$ cat src/vlsu_pkg.sv
package vlsu_pkg;

  // address width of the data-cache port.
  localparam int ADDR_W = 32;

  // data width of the cache port and of one destination register element.
  localparam int DATA_W = 32;

  // largest vector length that one request may carry.
  localparam int VLMAX = 8;

  // vl and the element offsets must also hold the value VLMAX itself.
  localparam int VL_W = 4;

  // bits needed to select one element out of the flattened store vector.
  localparam int ELEM_IDX_W = $clog2(VLMAX);

  // element width encoding.
  // only the three integer widths of an RV32 core are supported.
  typedef enum logic [1:0] {
    SEW8  = 2'd0, // one byte per element.
    SEW16 = 2'd1, // one halfword per element.
    SEW32 = 2'd2  // one full word per element.
  } sew_t;

  // scheduler states.
  // state 0 handles the even element of a pair and state 1 the odd one.
  typedef enum logic [2:0] {
    IDLE   = 3'd0, // waiting for a start pulse.
    LOAD0  = 3'd1, // read of the even element.
    LOAD1  = 3'd2, // read of the odd element.
    STORE0 = 3'd3, // write of the even element.
    STORE1 = 3'd4, // write of the odd element.
    EX     = 3'd5  // misaligned element seen, wait for the core to acknowledge.
  } sched_state_t;

endpackage

$ cat src/vlsu_addr_gen.sv
`timescale 1ns/1ps

module vlsu_addr_gen (
  input  logic                        CLK,
  input  logic                        nRST,
  input  logic                        start,
  input  logic [vlsu_pkg::ADDR_W-1:0] base_addr,
  input  logic [vlsu_pkg::ADDR_W-1:0] stride,
  input  logic [vlsu_pkg::VL_W-1:0]   vl,
  input  logic                        pair_advance,
  output logic [vlsu_pkg::ADDR_W-1:0] addr0,
  output logic [vlsu_pkg::ADDR_W-1:0] addr1,
  output logic [vlsu_pkg::VL_W-1:0]   woffset0,
  output logic [vlsu_pkg::VL_W-1:0]   woffset1,
  output logic                        last_pair
);

  import vlsu_pkg::*;

  logic [ADDR_W-1:0] pair_q;     // address of the even element of the current pair.
  logic [ADDR_W-1:0] stride_q;   // byte stride of the running request.
  logic [ADDR_W-1:0] stride_now; // stride seen by addr1 in this cycle.
  logic [VL_W-1:0]   woff_q;     // index of the even element of the current pair.
  logic [VL_W-1:0]   vl_q;       // vector length of the running request.
  logic [VL_W:0]     pair_end;   // one past the odd element, one bit wider.

  // element offset and vector length of the running request.
  always_ff @(posedge CLK, negedge nRST)
  begin
    if (!nRST)
    begin
      woff_q <= '0;
      vl_q   <= '0;
    end
    else if (start)
    begin
      woff_q <= '0; // every request starts at element 0.
      vl_q   <= vl;
    end
    else if (pair_advance)
    begin
      woff_q <= woff_q + VL_W'(2); // step over both elements of the pair.
    end
  end

  // address of the current pair and the stride between elements.
  always_ff @(posedge CLK)
  begin
    if (start)
    begin
      pair_q   <= base_addr;
      stride_q <= stride;
    end
    else if (pair_advance)
    begin
      pair_q <= pair_q + (stride_q << 1); // next pair lies two strides further.
    end
  end

  // during the start cycle the incoming request is passed straight through.
  // That lets the scheduler check the first pair for alignment before it is issued.
  assign addr0      = start ? base_addr : pair_q;
  assign stride_now = start ? stride : stride_q;
  assign addr1      = addr0 + stride_now; // odd element is one stride above the even one.

  assign woffset0 = woff_q;
  assign woffset1 = woff_q + VL_W'(1);

  // the pair is the final one once its odd slot reaches or passes vl.
  // For an odd vl that slot is past the end and gets skipped by the scheduler.
  assign pair_end  = {1'b0, woffset1} + (VL_W+1)'(1);
  assign last_pair = (pair_end >= {1'b0, vl_q});

endmodule

$ cat src/vlsu_address_scheduler.sv
`timescale 1ns/1ps

module vlsu_address_scheduler (
  input  logic                        CLK,
  input  logic                        nRST,
  input  logic                        start,
  input  logic                        is_store,
  input  vlsu_pkg::sew_t              sew,
  input  logic [vlsu_pkg::VL_W-1:0]   vl,
  input  logic [vlsu_pkg::ADDR_W-1:0] addr0,
  input  logic [vlsu_pkg::ADDR_W-1:0] addr1,
  input  logic [vlsu_pkg::VL_W-1:0]   woffset1,
  input  logic                        last_pair,
  input  logic                        dhit,
  input  logic                        exc_ack,
  output logic [vlsu_pkg::ADDR_W-1:0] dcache_addr,
  output logic                        ren,
  output logic                        wen,
  output logic                        busy,
  output logic                        exception,
  output logic                        arrived,
  output logic                        elem_sel,
  output logic                        pair_advance,
  output vlsu_pkg::sew_t              sew_q
);

  import vlsu_pkg::*;

  sched_state_t    state;
  sched_state_t    next_state;
  logic [VL_W-1:0] vl_q;
  logic            in_pair0;  // even element of a pair is on the port.
  logic            in_pair1;  // odd element of a pair is on the port.
  logic            odd_tail;  // the odd slot of this pair lies past vl.
  logic            final_hit; // this dhit completes the whole request.
  logic [1:0]      stride_lo;
  logic [1:0]      next_lo0;
  logic [1:0]      next_lo1;
  logic            has_next1;
  logic            mis_first;
  logic            mis_next;

  // an element must sit on a multiple of its own size.
  function automatic logic misaligned(input sew_t width, input logic [1:0] lo);
    case (width)
      SEW16:   misaligned = lo[0];
      SEW32:   misaligned = (lo != 2'b00);
      default: misaligned = 1'b0; // bytes are always aligned.
    endcase
  endfunction

  // the first pair is checked at start, on the fresh sew and on the addresses passed through.
  // Its odd element only counts when vl asks for more than one element.
  assign mis_first = misaligned(sew, addr0[1:0])
                   | ((vl > VL_W'(1)) & misaligned(sew, addr1[1:0]));

  // only the low two address bits matter here, and the stride is addr1 minus addr0.
  // So the next pair's low bits follow from the current pair alone.
  assign stride_lo = addr1[1:0] - addr0[1:0];
  assign next_lo0  = addr1[1:0] + stride_lo;
  assign next_lo1  = next_lo0 + stride_lo;
  assign has_next1 = (woffset1 + VL_W'(2)) < vl_q; // odd element of the next pair exists.
  assign mis_next  = misaligned(sew_q, next_lo0) | (has_next1 & misaligned(sew_q, next_lo1));

  assign in_pair0  = (state == LOAD0) | (state == STORE0);
  assign in_pair1  = (state == LOAD1) | (state == STORE1);
  assign odd_tail  = in_pair0 & (woffset1 == vl_q);
  assign final_hit = dhit & (odd_tail | (in_pair1 & last_pair));

  always_ff @(posedge CLK, negedge nRST)
  begin
    if (!nRST)
    begin
      state <= IDLE;
      sew_q <= SEW8;
      vl_q  <= '0;
    end
    else
    begin
      state <= next_state;
      if ((state == IDLE) && start)
      begin
        sew_q <= sew; // width and length hold for the whole request.
        vl_q  <= vl;
      end
    end
  end

  always_comb
  begin
    next_state = state;
    case (state)
      IDLE:
      begin
        if (start)
        begin
          if (mis_first)
            next_state = EX; // nothing gets issued for a bad first pair.
          else if (is_store)
            next_state = STORE0;
          else
            next_state = LOAD0;
        end
      end
      LOAD0:
        if (dhit) next_state = odd_tail ? IDLE : LOAD1;
      STORE0:
        if (dhit) next_state = odd_tail ? IDLE : STORE1;
      LOAD1:
      begin
        if (dhit)
          next_state = last_pair ? IDLE : (mis_next ? EX : LOAD0);
      end
      STORE1:
      begin
        if (dhit)
          next_state = last_pair ? IDLE : (mis_next ? EX : STORE0);
      end
      EX:
        if (exc_ack) next_state = IDLE; // the core has taken the trap.
      default:
        next_state = IDLE;
    endcase
  end

  assign ren          = (state == LOAD0) | (state == LOAD1);
  assign wen          = (state == STORE0) | (state == STORE1);
  assign elem_sel     = in_pair1;
  assign dcache_addr  = elem_sel ? addr1 : addr0; // address of the element on the port.
  assign arrived      = ren & dhit;               // read data is valid in this cycle.
  assign pair_advance = in_pair1 & dhit;          // the pair is finished, move on.
  assign busy         = (ren | wen) & ~final_hit; // drops already in the cycle of the last dhit.
  assign exception    = (state == EX);

endmodule

$ cat src/vlsu_load_collect.sv
`timescale 1ns/1ps

module vlsu_load_collect (
  input  logic [vlsu_pkg::DATA_W-1:0] rdata,
  input  logic [vlsu_pkg::ADDR_W-1:0] dcache_addr,
  input  vlsu_pkg::sew_t              sew_q,
  input  logic                        arrived,
  input  logic                        elem_sel,
  input  logic [vlsu_pkg::VL_W-1:0]   woffset0,
  output logic                        vd_wen,
  output logic [vlsu_pkg::VL_W-1:0]   vd_idx,
  output logic [vlsu_pkg::DATA_W-1:0] vd_wdata
);

  import vlsu_pkg::*;

  logic [4:0]        shamt; // bit position of the element's first byte in the word.
  logic [DATA_W-1:0] lane;  // read word with the element moved down to bit 0.

  // the byte offset in the address picks the lane, and alignment keeps the element inside it.
  assign shamt = {dcache_addr[1:0], 3'b000};
  assign lane  = rdata >> shamt;

  // keep only sew bits and fill the rest with zeros.
  always_comb
  begin
    case (sew_q)
      SEW8:
        vd_wdata = {{(DATA_W-8){1'b0}}, lane[7:0]};
      SEW16:
        vd_wdata = {{(DATA_W-16){1'b0}}, lane[15:0]};
      default:
        vd_wdata = lane; // a full word needs no masking.
    endcase
  end

  // the write goes out in the same cycle as the dhit that brought the data.
  assign vd_wen = arrived;

  // destination index is the element number inside the vector.
  assign vd_idx = woffset0 + VL_W'(elem_sel);

endmodule

$ cat src/vlsu_store_pack.sv
`timescale 1ns/1ps

module vlsu_store_pack (
  input  logic [vlsu_pkg::VLMAX*vlsu_pkg::DATA_W-1:0] st_vec,
  input  logic [vlsu_pkg::ADDR_W-1:0]                 dcache_addr,
  input  vlsu_pkg::sew_t                              sew_q,
  input  logic [vlsu_pkg::VL_W-1:0]                   woffset0,
  input  logic                                        elem_sel,
  output logic [vlsu_pkg::DATA_W-1:0]                 dcache_wdata,
  output logic [3:0]                                  dcache_byte_en
);

  import vlsu_pkg::*;

  logic [VL_W-1:0]   elem_idx; // element number of the access on the port.
  logic [DATA_W-1:0] elem;     // raw 32-bit slot from the store vector.
  logic [DATA_W-1:0] elem_ext; // element with bits above sew cleared.
  logic [3:0]        size_en;  // byte enables for an element sitting at byte 0.
  logic [4:0]        shamt;

  assign elem_idx = woffset0 + VL_W'(elem_sel);

  // st_vec holds element i in bits 32*i+31 down to 32*i.
  // An index past VLMAX never reaches the port, so the low bits are enough.
  assign elem = st_vec[elem_idx[ELEM_IDX_W-1:0]*DATA_W +: DATA_W];

  always_comb
  begin
    case (sew_q)
      SEW8:
      begin
        elem_ext = {{(DATA_W-8){1'b0}}, elem[7:0]};
        size_en  = 4'b0001;
      end
      SEW16:
      begin
        elem_ext = {{(DATA_W-16){1'b0}}, elem[15:0]};
        size_en  = 4'b0011;
      end
      default:
      begin
        elem_ext = elem;
        size_en  = 4'b1111; // whole word.
      end
    endcase
  end

  // move the element up to its byte lane.
  // The enables follow, so bytes outside the element stay untouched in memory.
  assign shamt          = {dcache_addr[1:0], 3'b000};
  assign dcache_wdata   = elem_ext << shamt;
  assign dcache_byte_en = size_en << dcache_addr[1:0];

endmodule

$ cat src/vlsu_top.sv
`timescale 1ns/1ps

module vlsu_top (
  input  logic                                        CLK,
  input  logic                                        nRST,
  input  logic                                        start,
  input  logic                                        is_store,
  input  logic [vlsu_pkg::ADDR_W-1:0]                 base_addr,
  input  logic [vlsu_pkg::ADDR_W-1:0]                 stride,
  input  vlsu_pkg::sew_t                              sew,
  input  logic [vlsu_pkg::VL_W-1:0]                   vl,
  input  logic [vlsu_pkg::VLMAX*vlsu_pkg::DATA_W-1:0] st_vec,
  input  logic                                        exc_ack,
  input  logic                                        dhit,
  input  logic [vlsu_pkg::DATA_W-1:0]                 rdata,
  output logic                                        busy,
  output logic                                        exception,
  output logic [vlsu_pkg::ADDR_W-1:0]                 dcache_addr,
  output logic [vlsu_pkg::DATA_W-1:0]                 dcache_wdata,
  output logic [3:0]                                  dcache_byte_en,
  output logic                                        ren,
  output logic                                        wen,
  output logic                                        vd_wen,
  output logic [vlsu_pkg::VL_W-1:0]                   vd_idx,
  output logic [vlsu_pkg::DATA_W-1:0]                 vd_wdata
);

  import vlsu_pkg::*;

  logic [ADDR_W-1:0] addr0, addr1;
  logic [VL_W-1:0]   woffset0, woffset1;
  logic              last_pair, pair_advance, elem_sel, arrived;
  sew_t              sew_q;
  logic              start_acc; // start that the stage will actually take.

  // a request is taken only with no access on the port and no pending exception.
  // That is exactly the idle state, so a start in flight cannot disturb the addresses.
  assign start_acc = start & ~(ren | wen | exception);

  vlsu_addr_gen u_addr_gen (
    .CLK(CLK), .nRST(nRST), .start(start_acc), .base_addr(base_addr), .stride(stride),
    .vl(vl), .pair_advance(pair_advance), .addr0(addr0), .addr1(addr1),
    .woffset0(woffset0), .woffset1(woffset1), .last_pair(last_pair)
  );

  vlsu_address_scheduler u_sched (
    .CLK(CLK), .nRST(nRST), .start(start_acc), .is_store(is_store), .sew(sew), .vl(vl),
    .addr0(addr0), .addr1(addr1), .woffset1(woffset1), .last_pair(last_pair),
    .dhit(dhit), .exc_ack(exc_ack), .dcache_addr(dcache_addr), .ren(ren), .wen(wen),
    .busy(busy), .exception(exception), .arrived(arrived), .elem_sel(elem_sel),
    .pair_advance(pair_advance), .sew_q(sew_q)
  );

  vlsu_load_collect u_load (
    .rdata(rdata), .dcache_addr(dcache_addr), .sew_q(sew_q), .arrived(arrived),
    .elem_sel(elem_sel), .woffset0(woffset0), .vd_wen(vd_wen), .vd_idx(vd_idx),
    .vd_wdata(vd_wdata)
  );

  vlsu_store_pack u_store (
    .st_vec(st_vec), .dcache_addr(dcache_addr), .sew_q(sew_q), .woffset0(woffset0),
    .elem_sel(elem_sel), .dcache_wdata(dcache_wdata), .dcache_byte_en(dcache_byte_en)
  );

endmodule
$ cat config.mk
export PLATFORM = sky130hd
export DESIGN_NAME = vlsu_top
export DESIGN_NICKNAME = d
export VERILOG_FILES = /design/src/vlsu_pkg.sv /design/src/vlsu_addr_gen.sv /design/src/vlsu_address_scheduler.sv /design/src/vlsu_load_collect.sv /design/src/vlsu_store_pack.sv /design/src/vlsu_top.sv
export SDC_FILE = /design/constraint.sdc
export NUM_CORES = 1
export LEC_CHECK = 0
export BUFFER_PORTS_ARGS = -buffer_cell sky130_fd_sc_hd__buf_2
export CAP_MARGIN = 20
export CORE_AREA = 3 3 184 186
export CTS_BUF_LIST = sky130_fd_sc_hd__clkbuf_8
export CTS_CLUSTER_DIAMETER = 150
export CTS_CLUSTER_SIZE = 10
export DETAILED_ROUTE_END_ITERATION = 10
export DIE_AREA = 0 0 187 189
export PLACE_DENSITY = 0.64
export SKIP_LAST_GASP = 1
export SLEW_MARGIN = 10
export SYNTH_ARGS = -nofsm -noshare
export SYNTH_HDL_FRONTEND = slang
export SYNTH_SLANG_ARGS = --single-unit
export TNS_END_PERCENT = 20
$ cat constraint.sdc
create_clock -name CLK -period 6.4 [get_ports CLK]
set_input_delay 1.6 -clock CLK [delete_from_list [all_inputs] [get_ports CLK]]
set_output_delay 1.6 -clock CLK [all_outputs]
set_load 0.03 [all_outputs]
* Word-level counts from Yosys, hierarchy flattened
Cells that the tools add are included.
** Operators by class
- Add/subtract/negate cells :: 10
- Magnitude comparators :: 3
- Equal/unequal tests :: 16
- Shifts and indexed selects :: 4
- Muxes and demuxes :: 29
- Bitwise logic cells :: 20
- Reductions and logical operators :: 9
** Operators with widths (number)
- $shiftx A256 B9 Y32 :: 1
- $mux W32 :: 5
- $pmux W32 S2 :: 2
- $add A32 B32 Y32 :: 2
- $mux W3 :: 12
- $shl A32 B5 Y32 :: 1
- $shr A32 B5 Y32 :: 1
- $pmux W3 S6 :: 1
- $ne A2 B2 Y1 const B :: 6
- $reduce_bool A2 Y1 :: 5
- $and A1 B1 Y1 :: 9
- $or A1 B1 Y1 :: 9
- $add A4 B2 Y4 const B :: 2
- $mux W4 :: 2
- $pmux W1 S2 :: 4
- $pmux W4 S2 :: 1
- $eq A3 B2 Y1 const B :: 2
- $eq A3 B3 Y1 const B :: 2
- $reduce_and A6 Y1 :: 1
- $add A4 B1 Y5 const B :: 1
- $ge A5 B4 Y1 :: 1
- $add A2 B2 Y2 :: 2
- $add A4 B1 Y4 :: 1
- $add A4 B1 Y4 const B :: 1
- 13 further kinds :: 17
** Storage, ports and cells
- Bits in registers :: 81
- Input port bits :: 364
- Output and inout port bits :: 109
- Logic and storage cells :: 98

* Depth between registers and ports, before layout
Gate-level depths: netlist of the first run.
- Depth in word-level cells :: 19
- Depth in mapped cells :: 20
- Gate-level depth less buffers :: 17

* Modules after synthesis
From an unflattened synthesis of the first run, not the netlist that was laid out.
** Unflattened totals
- Cells, all modules :: 1221
- Area total of the unflattened synthesis :: 10855.4 um2
** Modules (own cells, without submodules)
- vlsu_addr_gen :: times used 1, cells an instance 719, area each 6112.1 um2, seq. area each 1776.7 um2
- vlsu_store_pack :: times used 1, cells an instance 278, area each 2633.8 um2, seq. area each 0.0 um2
- vlsu_address_scheduler :: times used 1, cells an instance 142, area each 1320.0 um2, seq. area each 225.2 um2
- vlsu_load_collect :: times used 1, cells an instance 81, area each 774.5 um2, seq. area each 0.0 um2
- vlsu_top :: times used 1, cells an instance 1, area each 15.0 um2, seq. area each 0.0 um2

* Worst setup path after synthesis of the first run
No wires, ideal clock.
- Path kind :: input-to-output
- Start point :: input start
- End point :: output dcache_addr[31] in the netlist's numbering
- Arrival :: 5463 ps
- Data required time :: 4800 ps
- Setup slack :: -663 ps
- Stages :: 16
- Buffers on the path :: 3
- Cell sequence :: o21ai_2 -> clkbuf_1 -> buf_1 -> clkbuf_1 -> nand2_1 -> nand2_1 -> ha_1 -> a21oi_1 -> nor2_1 -> o31ai_1 -> a2111oi_1 -> nor4_2 -> nor4b_1 -> or4_1 -> nand4_1 -> a211oi_1
** Between the ends
- Cells in the longest elaborated chain, start to end :: 4
- Elaborated cells on any way between the ends :: 5
- Classes of those cells :: add/sub: 1; mux: 3; bitwise: 1
** Ends and longest elaborated chain
- from (decl) :: line vlsu_top.sv:6 : input logic start,
- $and A1 B1 Y1 :: line vlsu_top.sv:38 : assign start_acc = start & ~(ren | wen | exception);
- $mux W32 :: line vlsu_addr_gen.sv:63 : assign stride_now = start ? stride : stride_q;
- net u_addr_gen.stride_now[0] :: line vlsu_addr_gen.sv:22 : logic [ADDR_W-1:0] stride_now;
- $add A32 B32 Y32 :: line vlsu_addr_gen.sv:64 : assign addr1 = addr0 + stride_now;
- $mux W32 :: line vlsu_address_scheduler.sv:129 : assign dcache_addr = elem_sel ? addr1 : addr0;
- to (decl) :: line vlsu_top.sv:18 : output logic [vlsu_pkg::ADDR_W-1:0] dcache_addr,
The timed path passes the listed nets, and every way through them passes these cells.

* Worst setup path in the final report of the first run
- Start point :: input start
- End point :: output dcache_addr[25] in the netlist's numbering
Same word-level chain as after synthesis.

==> flow_summary.toml, run 1 <==
[final_layout]
drive_above_1_share_pct = 43.4
final_util_pct = 45.8
syn2layout_area_growth_pct = 46.0
nNetsFinal = 2275

[timing]
clock.fmax_mhz = 157
hold_violations = 0
layout_min_cycle_time_ns = 6.37
slew_headroom_pct = 24.7
setup_total_negative_slack_ns = 0
setup_viol = 0
hold_ws_ns = 0.484
tightestPinTransition_ns = 1.12
slew_violations = 0
rsz0062_at_grt = "true"
finalCritPeriodShare_pct = 99.5
clock_skew_ns = 0.0186

[place]
port_buffers = 472
hpwl_um = 44200
place.gp.congestion = 1.01

[synth]
syn_area_um2 = 10200
synth_area_leaders = "mux4_2 (14%), nand2_1 (11%), ha_1 (9.6%), edfxtp_1 (9.4%), a21oi_1 (6.3%)"
synth_top_cell_area_share_pct = 14.2
synth_edf_count = 32
syn_inst = 1309
yosysUniqueCellTypes = 74
yosysSeqAreaShare_pct = 19.7
syn_nets = 1753
synth_top_cell_by_area = "mux4_2"
yosysWarnings = 0
ys_ff_latch = 80
avgSynthCellArea_um2 = 7.77
ys_async_sr_fraction_pct = 20.0
synth_ff_type = "edfxtp_1"

[worst_setup_path]
crit_chain = "buf_8, o21ai_4, clkinv_4, buf_12, buf_12, nand2_4, nand2_4, ha_4, o21ai_2, o21a_1, o31a_1, o21ai_2, nor4_4, buf_4, o31ai_4, xnor2_1, nor2_1, a31oi_1, buf_4"
worstSetupEndpointType = "output port"
critPathMaxStageDelay_ns = 0.34
crit_family = "compound AO/OA/AOI/OAI gates"
cp_max_fo = 7
cp.arrival_ns = 4.77
crit_slowest_cell = "o31a_1"
start_kind = "input port"
cp.required_ns = 4.80
critPathBufInv = 6
crit_type = "input port to output port"

[floorplan]
core_um2 = 32500
fp.dieH_um = 189
initial_utilization_pct = 31.3
dieArea_um2 = 35300
die_w_um = 187
num_io_pins = 473
num_rows = 66

[global_route]
antenna_found_initial = 34
grt_use_met2_pct = 46.2
met3_usage_pct = 6.91
grt_pass1_wl_um = 75600
grt_start_max_net_pins = 66
top_usage_layer = "met2"
gr-total-overflow = 0
grtUsageMet1_pct = 36.8
grt_pass1_vias = 12300
grtUsageTotal_pct = 28.2

[detailed_routing]
drc_errors = 0
ant_nets = 0
drt-wirelength-per-cell_um = 23.2
dr.first_iter.drc_count = 1023
vias = 12700
wirelength_um = 53200
drt_pass1_iterations = 5
via_per_inst = 5.51

[cts]
cts.sinks = 80
cts_root_buf = "clkbuf_8"
htreeDepth = 3
postCtsHoldBufs = 0
clockBufferDepth = 2
clk_pin_slew_worst_paths_ns = 0.10
cts_made_buffers = 9
cts_tree = "done"
clk_latency_ns = 0.39

[worst_hold_path]
hold_path.class = "register to register"

[run]
cap_viol_max_count = 0

[run_status]
run_status = "finished, final reports clean"
-- synth_stat cells, drive strengths merged, types with 14 or more instances --
cell,instances
nand3,22
clkbuf,50
dfrtp,16
o21ai,70
nor2,117
xnor2,31
and3,14
inv,37
nor3,15
mux2i,31
mux4,64
a211oi,17
a21o,23
and2,17
nand2,301
edfxtp,32
o21a,17
ha,78
dfxtp,32
a31oi,19
a21oi,129
buf,29
xor2,30
-- area by class of cell --
| class | count | area [um2] |
|---|---|---|
| Antenna cell | 19 | 47.5 |
| Clock buffer | 9 | 124 |
| Clock inverter | 7 | 76.3 |
| Fill cell | 3286 | 17600 |
| Inverter | 38 | 150 |
| Multi-Input combinational cell | 1112 | 8460 |
| Sequential cell | 80 | 2000 |
| Tap cell | 442 | 553 |
| Timing Repair Buffer | 590 | 3430 |
-- layer usage --
metal	wire length (um)	vias to the layer above	part of all wire, %
met5	133	-	0.25
li1	-	5806	-
met4	1880	20	3.5
met2	24600	655	46
met3	5010	116	9.4
met1	21700	6058	41
-- cell usage in the layout (no fill, tap or decap), types with 13 or more instances in the layout --
master	Yosys	layout
a21o_1	23	22
a21oi_1	128	114
a31oi_1	19	19
and2_1	16	16
and3_1	14	13
buf_2	16	464
buf_4	0	107
dfrtp_1	16	16
dfxtp_1	32	32
diode_2	0	19
edfxtp_1	32	32
ha_1	78	57
ha_4	0	18
inv_1	36	34
mux2i_1	31	29
mux4_2	64	64
nand2_1	301	265
nand2_2	0	24
nand3_1	22	20
nor2_1	117	110
nor3_1	15	13
o21a_1	17	17
o21ai_0	66	55
xnor2_1	31	30
xor2_1	30	30
-- tightest hold or removal path: stages, from the launching register on --
cell,delay [ns]
dfxtp_1,0.33
nand2_1,0.05
nand2_1,0.06
-- flip-flops by register name (all words and copies together) (netlist names) --
signal               count
u_addr_gen.vl_q          4
u_sched.vl_q             4
u_sched.state            3
u_addr_gen.stride_q     32
u_addr_gen.woffset0      3
u_sched.sew_q            2
u_addr_gen.pair_q       32
-- what timing repair did --
action / in CTS / in global routing
pin swaps: 3 / 44
buffers inserted: 3 / 16
endpoints found under the setup margin: 14 / 13
gates resized for setup: 20 / 139
gates cloned: 0 / 4
-- cell families after synthesis --
family,share of synthesized area (%)
adders and majority gates,9.99
buffers and inverters,4.53
DFF,19.7
AOI/OAI and AO/OA,20.8
xor gates and xnor gates,5.25
and+or+nand+nor,22.3
other,0.0369
muxes,17.4
-- final timing paths --
check | from | endpoint | slack [ns] | cells past startpoint
hold reg to reg | u_addr_gen.stride_q[29] | u_addr_gen.stride_q[29] | 0.48 | 2
setup / recovery | start | dcache_addr[25] | 0.03 | 19
min in group asynchronous | nRST | u_sched.state[0] | 1.12 | 1
hold / removal | u_addr_gen.stride_q[29] | u_addr_gen.stride_q[29] | 0.48 | 2
setup reg to reg | u_sched.state[2] | u_sched.state[2] | 2.66 | 17
max in group asynchronous | nRST | u_sched.vl_q[1] | 4.98 | 1
-- metrics by stage --
| step | setup WS (ns) | std cells | instance area [um2] |
|---|---|---|---|
| 3_5_place_dp | -0.334 | 2239 | 13700 |
| 6_report | 0.0298 | 2297 | 14900 |
| 4_1_cts | -0.0123 | 2258 | 14000 |
| 5_1_grt | -0.0832 | 2284 | 14800 |
| 2_1_floorplan | 0.00362 | 1309 | 10200 |
| 3_3_place_gp | -0.279 | 2239 | 13700 |
Power of run 1 is left out: the tool's default activity adds up to more than one toggle a clock period on the data nets, which glitch-free logic cannot reach.
==> inputs of run 2 (changes only) <==
--- a/config.mk
+++ b/config.mk
@@ -8,7 +8,6 @@
 export BUFFER_PORTS_ARGS = -buffer_cell sky130_fd_sc_hd__buf_2
 export CAP_MARGIN = 20
 export CORE_AREA = 3 3 184 186
-export CTS_BUF_LIST = sky130_fd_sc_hd__clkbuf_8
 export CTS_CLUSTER_DIAMETER = 150
 export CTS_CLUSTER_SIZE = 10
 export DETAILED_ROUTE_END_ITERATION = 10
==> flow_summary.toml, run 2 (synthesized netlist as in run 1, its figures left out) <==
[detailed_routing]
drc_errors = 0
vias = 12700
via_per_inst = 5.53
drt_pass1_iterations = 5
drt-wirelength-per-cell_um = 23.2
dr.first_iter.drc_count = 1064
wirelength_um = 53300
ant_nets = 0

[timing]
setup_viol = 0
rsz0062_at_grt = "true"
clock_skew_ns = 0.0118
tightestPinTransition_ns = 1.08
layout_min_cycle_time_ns = 6.36
slew_headroom_pct = 27.3
clock.fmax_mhz = 157
finalCritPeriodShare_pct = 99.4
setup_total_negative_slack_ns = 0
hold_ws_ns = 0.479
hold_violations = 0
slew_violations = 0

[run]
cap_viol_max_count = 0

[global_route]
grtUsageTotal_pct = 28.4
gr-total-overflow = 0
grt_pass1_vias = 12300
antenna_found_initial = 30
grt_pass1_wl_um = 75900
grt_start_max_net_pins = 66

[worst_setup_path]
start_kind = "input port"
cp.arrival_ns = 4.76
worstSetupEndpointType = "output port"
reg2reg_from = "u_sched.state[2]"
cp_max_fo = 7
reg2reg_to = "u_sched.state[2]"
crit_type = "input port to output port"
reg2reg_depth = 17
reg2reg_slack_ns = 2.67
cp.required_ns = 4.80

[cts]
clk_pin_slew_worst_paths_ns = 0.07
cts.sinks = 80
htreeDepth = 3
clockBufferDepth = 2
cts_tree = "done"
clk_latency_ns = 0.36
cts_root_buf = "clkbuf_16"
cts_made_buffers = 9
postCtsHoldBufs = 0

[final_layout]
fillers = 3265
drive_above_1_share_pct = 43.4
top_regs = "u_addr_gen.pair_q (32), u_addr_gen.stride_q (32)"
final_common_cell = "buf_2"
mostFrequentLayoutCells = "buf_2 (464), nand2_1 (265), a21oi_1 (114)"
design_area_um2 = 14900
syn2layout_area_growth_pct = 46.9
nNetsFinal = 2275
final_util_pct = 46.0

[worst_hold_path]
hold_path.class = "register to register"
hold_start = "u_addr_gen.stride_q[29]"
hold_depth = 2
worst_hold_path.endpoint = "u_addr_gen.stride_q[29]"

[run_status]
run_status = "finished, final reports clean"

[floorplan]
core_um2 = 32500
fp.dieH_um = 189
num_rows = 66
die_w_um = 187
num_io_pins = 473
initial_utilization_pct = 31.3
dieArea_um2 = 35300

[place]
placed_cell_area_um2 = 13700
port_buffers = 472
place.gp.congestion = 1.01
hpwl_um = 44200
[run 2: metrics by stage]
step                setup WS, ns  cells
finish                    0.0354   2296
global route             -0.0731   2284
CTS                      -0.0132   2258
detailed placement        -0.334   2239
global placement          -0.279   2239
floorplan                0.00362   1309
[run 2: what timing repair did]
item | 4_1_cts | 5_1_grt
gates cloned | 0 | 4
endpoints found under the setup margin | 14 | 13
resized for setup | 20 | 139
pin swaps | 3 | 44
setup buffers | 3 | 17
[run 2: critical path, stage by stage]
cell and delay, ns:
buf_6 0.10, o21ai_4 0.13, clkinv_4 0.19, buf_12 0.19, buf_12 0.14, nand2_4 0.07
nand2_4 0.06, ha_4 0.28, o21ai_2 0.06, o21a_1 0.20, o31a_1 0.34, o21ai_2 0.24
nor4_4 0.09, buf_4 0.18, o31ai_4 0.22, xnor2_1 0.15, nor2_1 0.06, a31oi_1 0.25
buf_4 0.22
[run 2: cell type report]
cell class / count / area, um2 / share of cell area, %
timing repair buffer: 590 / 3430 / 23.0
tap: 442 / 553 / 3.70
antenna: 18 / 45.0 / 0.301
multi-input combinational: 1112 / 8460 / 56.6
clock inverter: 6 / 46.3 / 0.310
clock buffer: 10 / 250 / 1.67
sequential: 80 / 2000 / 13.4
inverter: 38 / 150 / 1.00
[run 2: worst max path at each step]
stage               start              end  slack [ns]  depth (start not counted)
global route        start  dcache_addr[31]       -0.07                         20
global placement    start  dcache_addr[26]       -0.28                         20
floorplan           start  dcache_addr[31]       0.004                         17
CTS                 start  dcache_addr[25]       -0.01                         20
detailed placement  start  dcache_addr[26]       -0.33                         20
finish              start  dcache_addr[25]        0.04                         19
[run 2: metal layers]
layer  track usage [%]  vias to the layer above  share of wire, %
met5                 0                        -              0.17
met4              9.48                       14               3.6
met3              5.68                      113               9.2
met2              46.4                      665                46
met1              37.6                     6111                41
li1                  -                     5803                 -
Power of run 2 is left out for the same reason.
==> inputs of run 3 (changes only) <==
--- a/config.mk
+++ b/config.mk
@@ -12,7 +12,7 @@
 export CTS_CLUSTER_SIZE = 10
 export DETAILED_ROUTE_END_ITERATION = 10
 export DIE_AREA = 0 0 187 189
-export PLACE_DENSITY = 0.64
+export PLACE_DENSITY = 0.63
 export SKIP_LAST_GASP = 1
 export SLEW_MARGIN = 10
 export SYNTH_ARGS = -nofsm -noshare
==> flow_summary.toml, run 3 (synthesized netlist as in run 1, its figures left out) <==
[run_status]
run_status = "complete, but fails checks"
violations = "setup timing"

[worst_setup_path]
worstSetupEndpointType = "output port"
crit_slowest_cell = "or4_1"
cp_max_fo = 26
critPathBufInv = 7
reg2reg_slack_ns = 2.74
crit_family = "simple AND/OR/NAND/NOR gates"
cp.arrival_ns = 4.89
critPathMaxStageDelay_ns = 0.52
start_kind = "input port"
cp.required_ns = 4.80
crit_top_cell = "buf_4"
crit_chain = "buf_2, o21ai_4, inv_4, buf_12, nand2_1, nand2_1, ha_1, a21oi_1, nor2b_1, o31ai_1, buf_4, a2111oi_4, buf_4, nor4_4, buf_4, nor4b_4, or4_1, nand4_1, a211oi_4, buf_6"
crit_type = "input port to output port"

[cts]
cts_tree = "done"
clockBufferDepth = 2
cts.sinks = 80
clk_latency_ns = 0.35
clk_pin_slew_worst_paths_ns = 0.06
cts_root_buf = "clkbuf_16"
cts_made_buffers = 9
htreeDepth = 3

[detailed_routing]
via_per_inst = 5.54
wirelength_um = 53600
ant_nets = 0
vias = 12500
drt_pass1_iterations = 5
drc_errors = 0
dr.first_iter.drc_count = 968
drt-wirelength-per-cell_um = 23.7

[place]
port_buffers = 472
place.gp.congestion = 1.03
hpwl_um = 45200
place_inst = 2229
placed_cell_area_um2 = 13600

[timing]
finalCritPeriodShare_pct = 101
slew_violations = 0
tightestPinTransition_ns = 0.937
rsz0062_at_grt = "true"
slew_headroom_pct = 37.5
clock_skew_ns = 0.0105
setup_viol = 4
clock.fmax_mhz = 154
layout_min_cycle_time_ns = 6.49
hold_violations = 0
setup_slack_ns = -0.0903

[floorplan]
fp.dieH_um = 189
num_io_pins = 473
dieArea_um2 = 35300
initial_utilization_pct = 31.3
die_w_um = 187
num_rows = 66
core_um2 = 32500

[global_route]
grt_pass1_vias = 12200
antenna_found_initial = 20
grtUsageTotal_pct = 29.0
grt_start_max_net_pins = 61
grt_pass1_wl_um = 77200
gr-total-overflow = 0

[final_layout]
fillers = 3361
syn2layout_area_growth_pct = 38.4
drive_above_1_share_pct = 38.0
final_common_cell = "buf_2"
top_regs = "u_addr_gen.pair_q (32), u_addr_gen.stride_q (32)"
nNetsFinal = 2245
design_area_um2 = 14100
mostFrequentLayoutCells = "buf_2 (470), nand2_1 (299), a21oi_1 (121)"
fin_cells = 2257

[run]
cap_viol_max_count = 0

[worst_hold_path]
hold_path.class = "register to register"
[run 3: worst reg2reg max path, cell delays in order (launching register included)]
cell       delay, ns
edfxtp_1        0.42
ha_1            0.40
a21oi_1         0.32
o21ai_0         0.12
a2111oi_0       0.59
o21bai_1        0.19
a21oi_1         0.33
o21ai_1         0.18
a2111oi_0       0.56
or4_1           0.19
o2111ai_1       0.11
[run 3: metal layers]
metal	vias to the layer above	wire length, um	track usage, %
met5	-	87	0
met4	12	1230	6.89
met3	80	4330	6.57
met2	587	25000	48.6
met1	6079	22900	38.2
li1	5740	-	-
[run 3: through the flow]
| step | setup WS [ns] | setup TNS, ns | hold slack, ns | utilization (%) |
|---|---|---|---|---|
| 6_report | -0.0903 | -0.236 | 0.487 | 43.4 |
| 3_5_place_dp | -0.270 | -1.22 | 0.479 | 41.8 |
| 4_1_cts | -0.0452 | -0.0552 | 0.485 | 42.8 |
| 3_3_place_gp | -0.174 | -0.550 | 0.466 | 41.8 |
| 2_1_floorplan | 0.00362 | 0 | 0.446 | - |
| 5_1_grt | -0.235 | -1.28 | 0.512 | 43.4 |
[run 3: path summary, 6_finish.rpt]
| check | endpoint | start | cells after the start |
|---|---|---|---|
| worst min-delay path | u_addr_gen.stride_q[17] | u_addr_gen.stride_q[17] | 2 |
| min in group asynchronous | u_sched.state[2] | nRST | 1 |
| worst min register to register | u_addr_gen.stride_q[17] | u_addr_gen.stride_q[17] | 2 |
| worst max-delay path | dcache_addr[31] | start | 20 |
| max in group asynchronous | u_sched.sew_q[1] | nRST | 1 |
| worst max register to register | u_addr_gen.pair_q[30] | u_addr_gen.pair_q[15] | 10 |
[run 3: final cells by class]
type                    instances  area, um2  area share (%)
well taps                     442        553            3.93
clock inverters                 7       61.3           0.435
multi-input cells            1112       7970            56.6
diodes                          9       22.5           0.160
inverters                      38        148            1.05
flip-flops and latches         80       2000            14.2
clock buffers                   9        225            1.60
repair buffers                560       3100            22.0
[run 3: repair_timing]
action                                  CTS  global route
pin swaps                                 2             6
endpoints found under the setup margin   11            13
resized for setup                        11            26
buffers inserted                          0             2
hold buffers                              0             0
Power of run 3 is left out for the same reason.
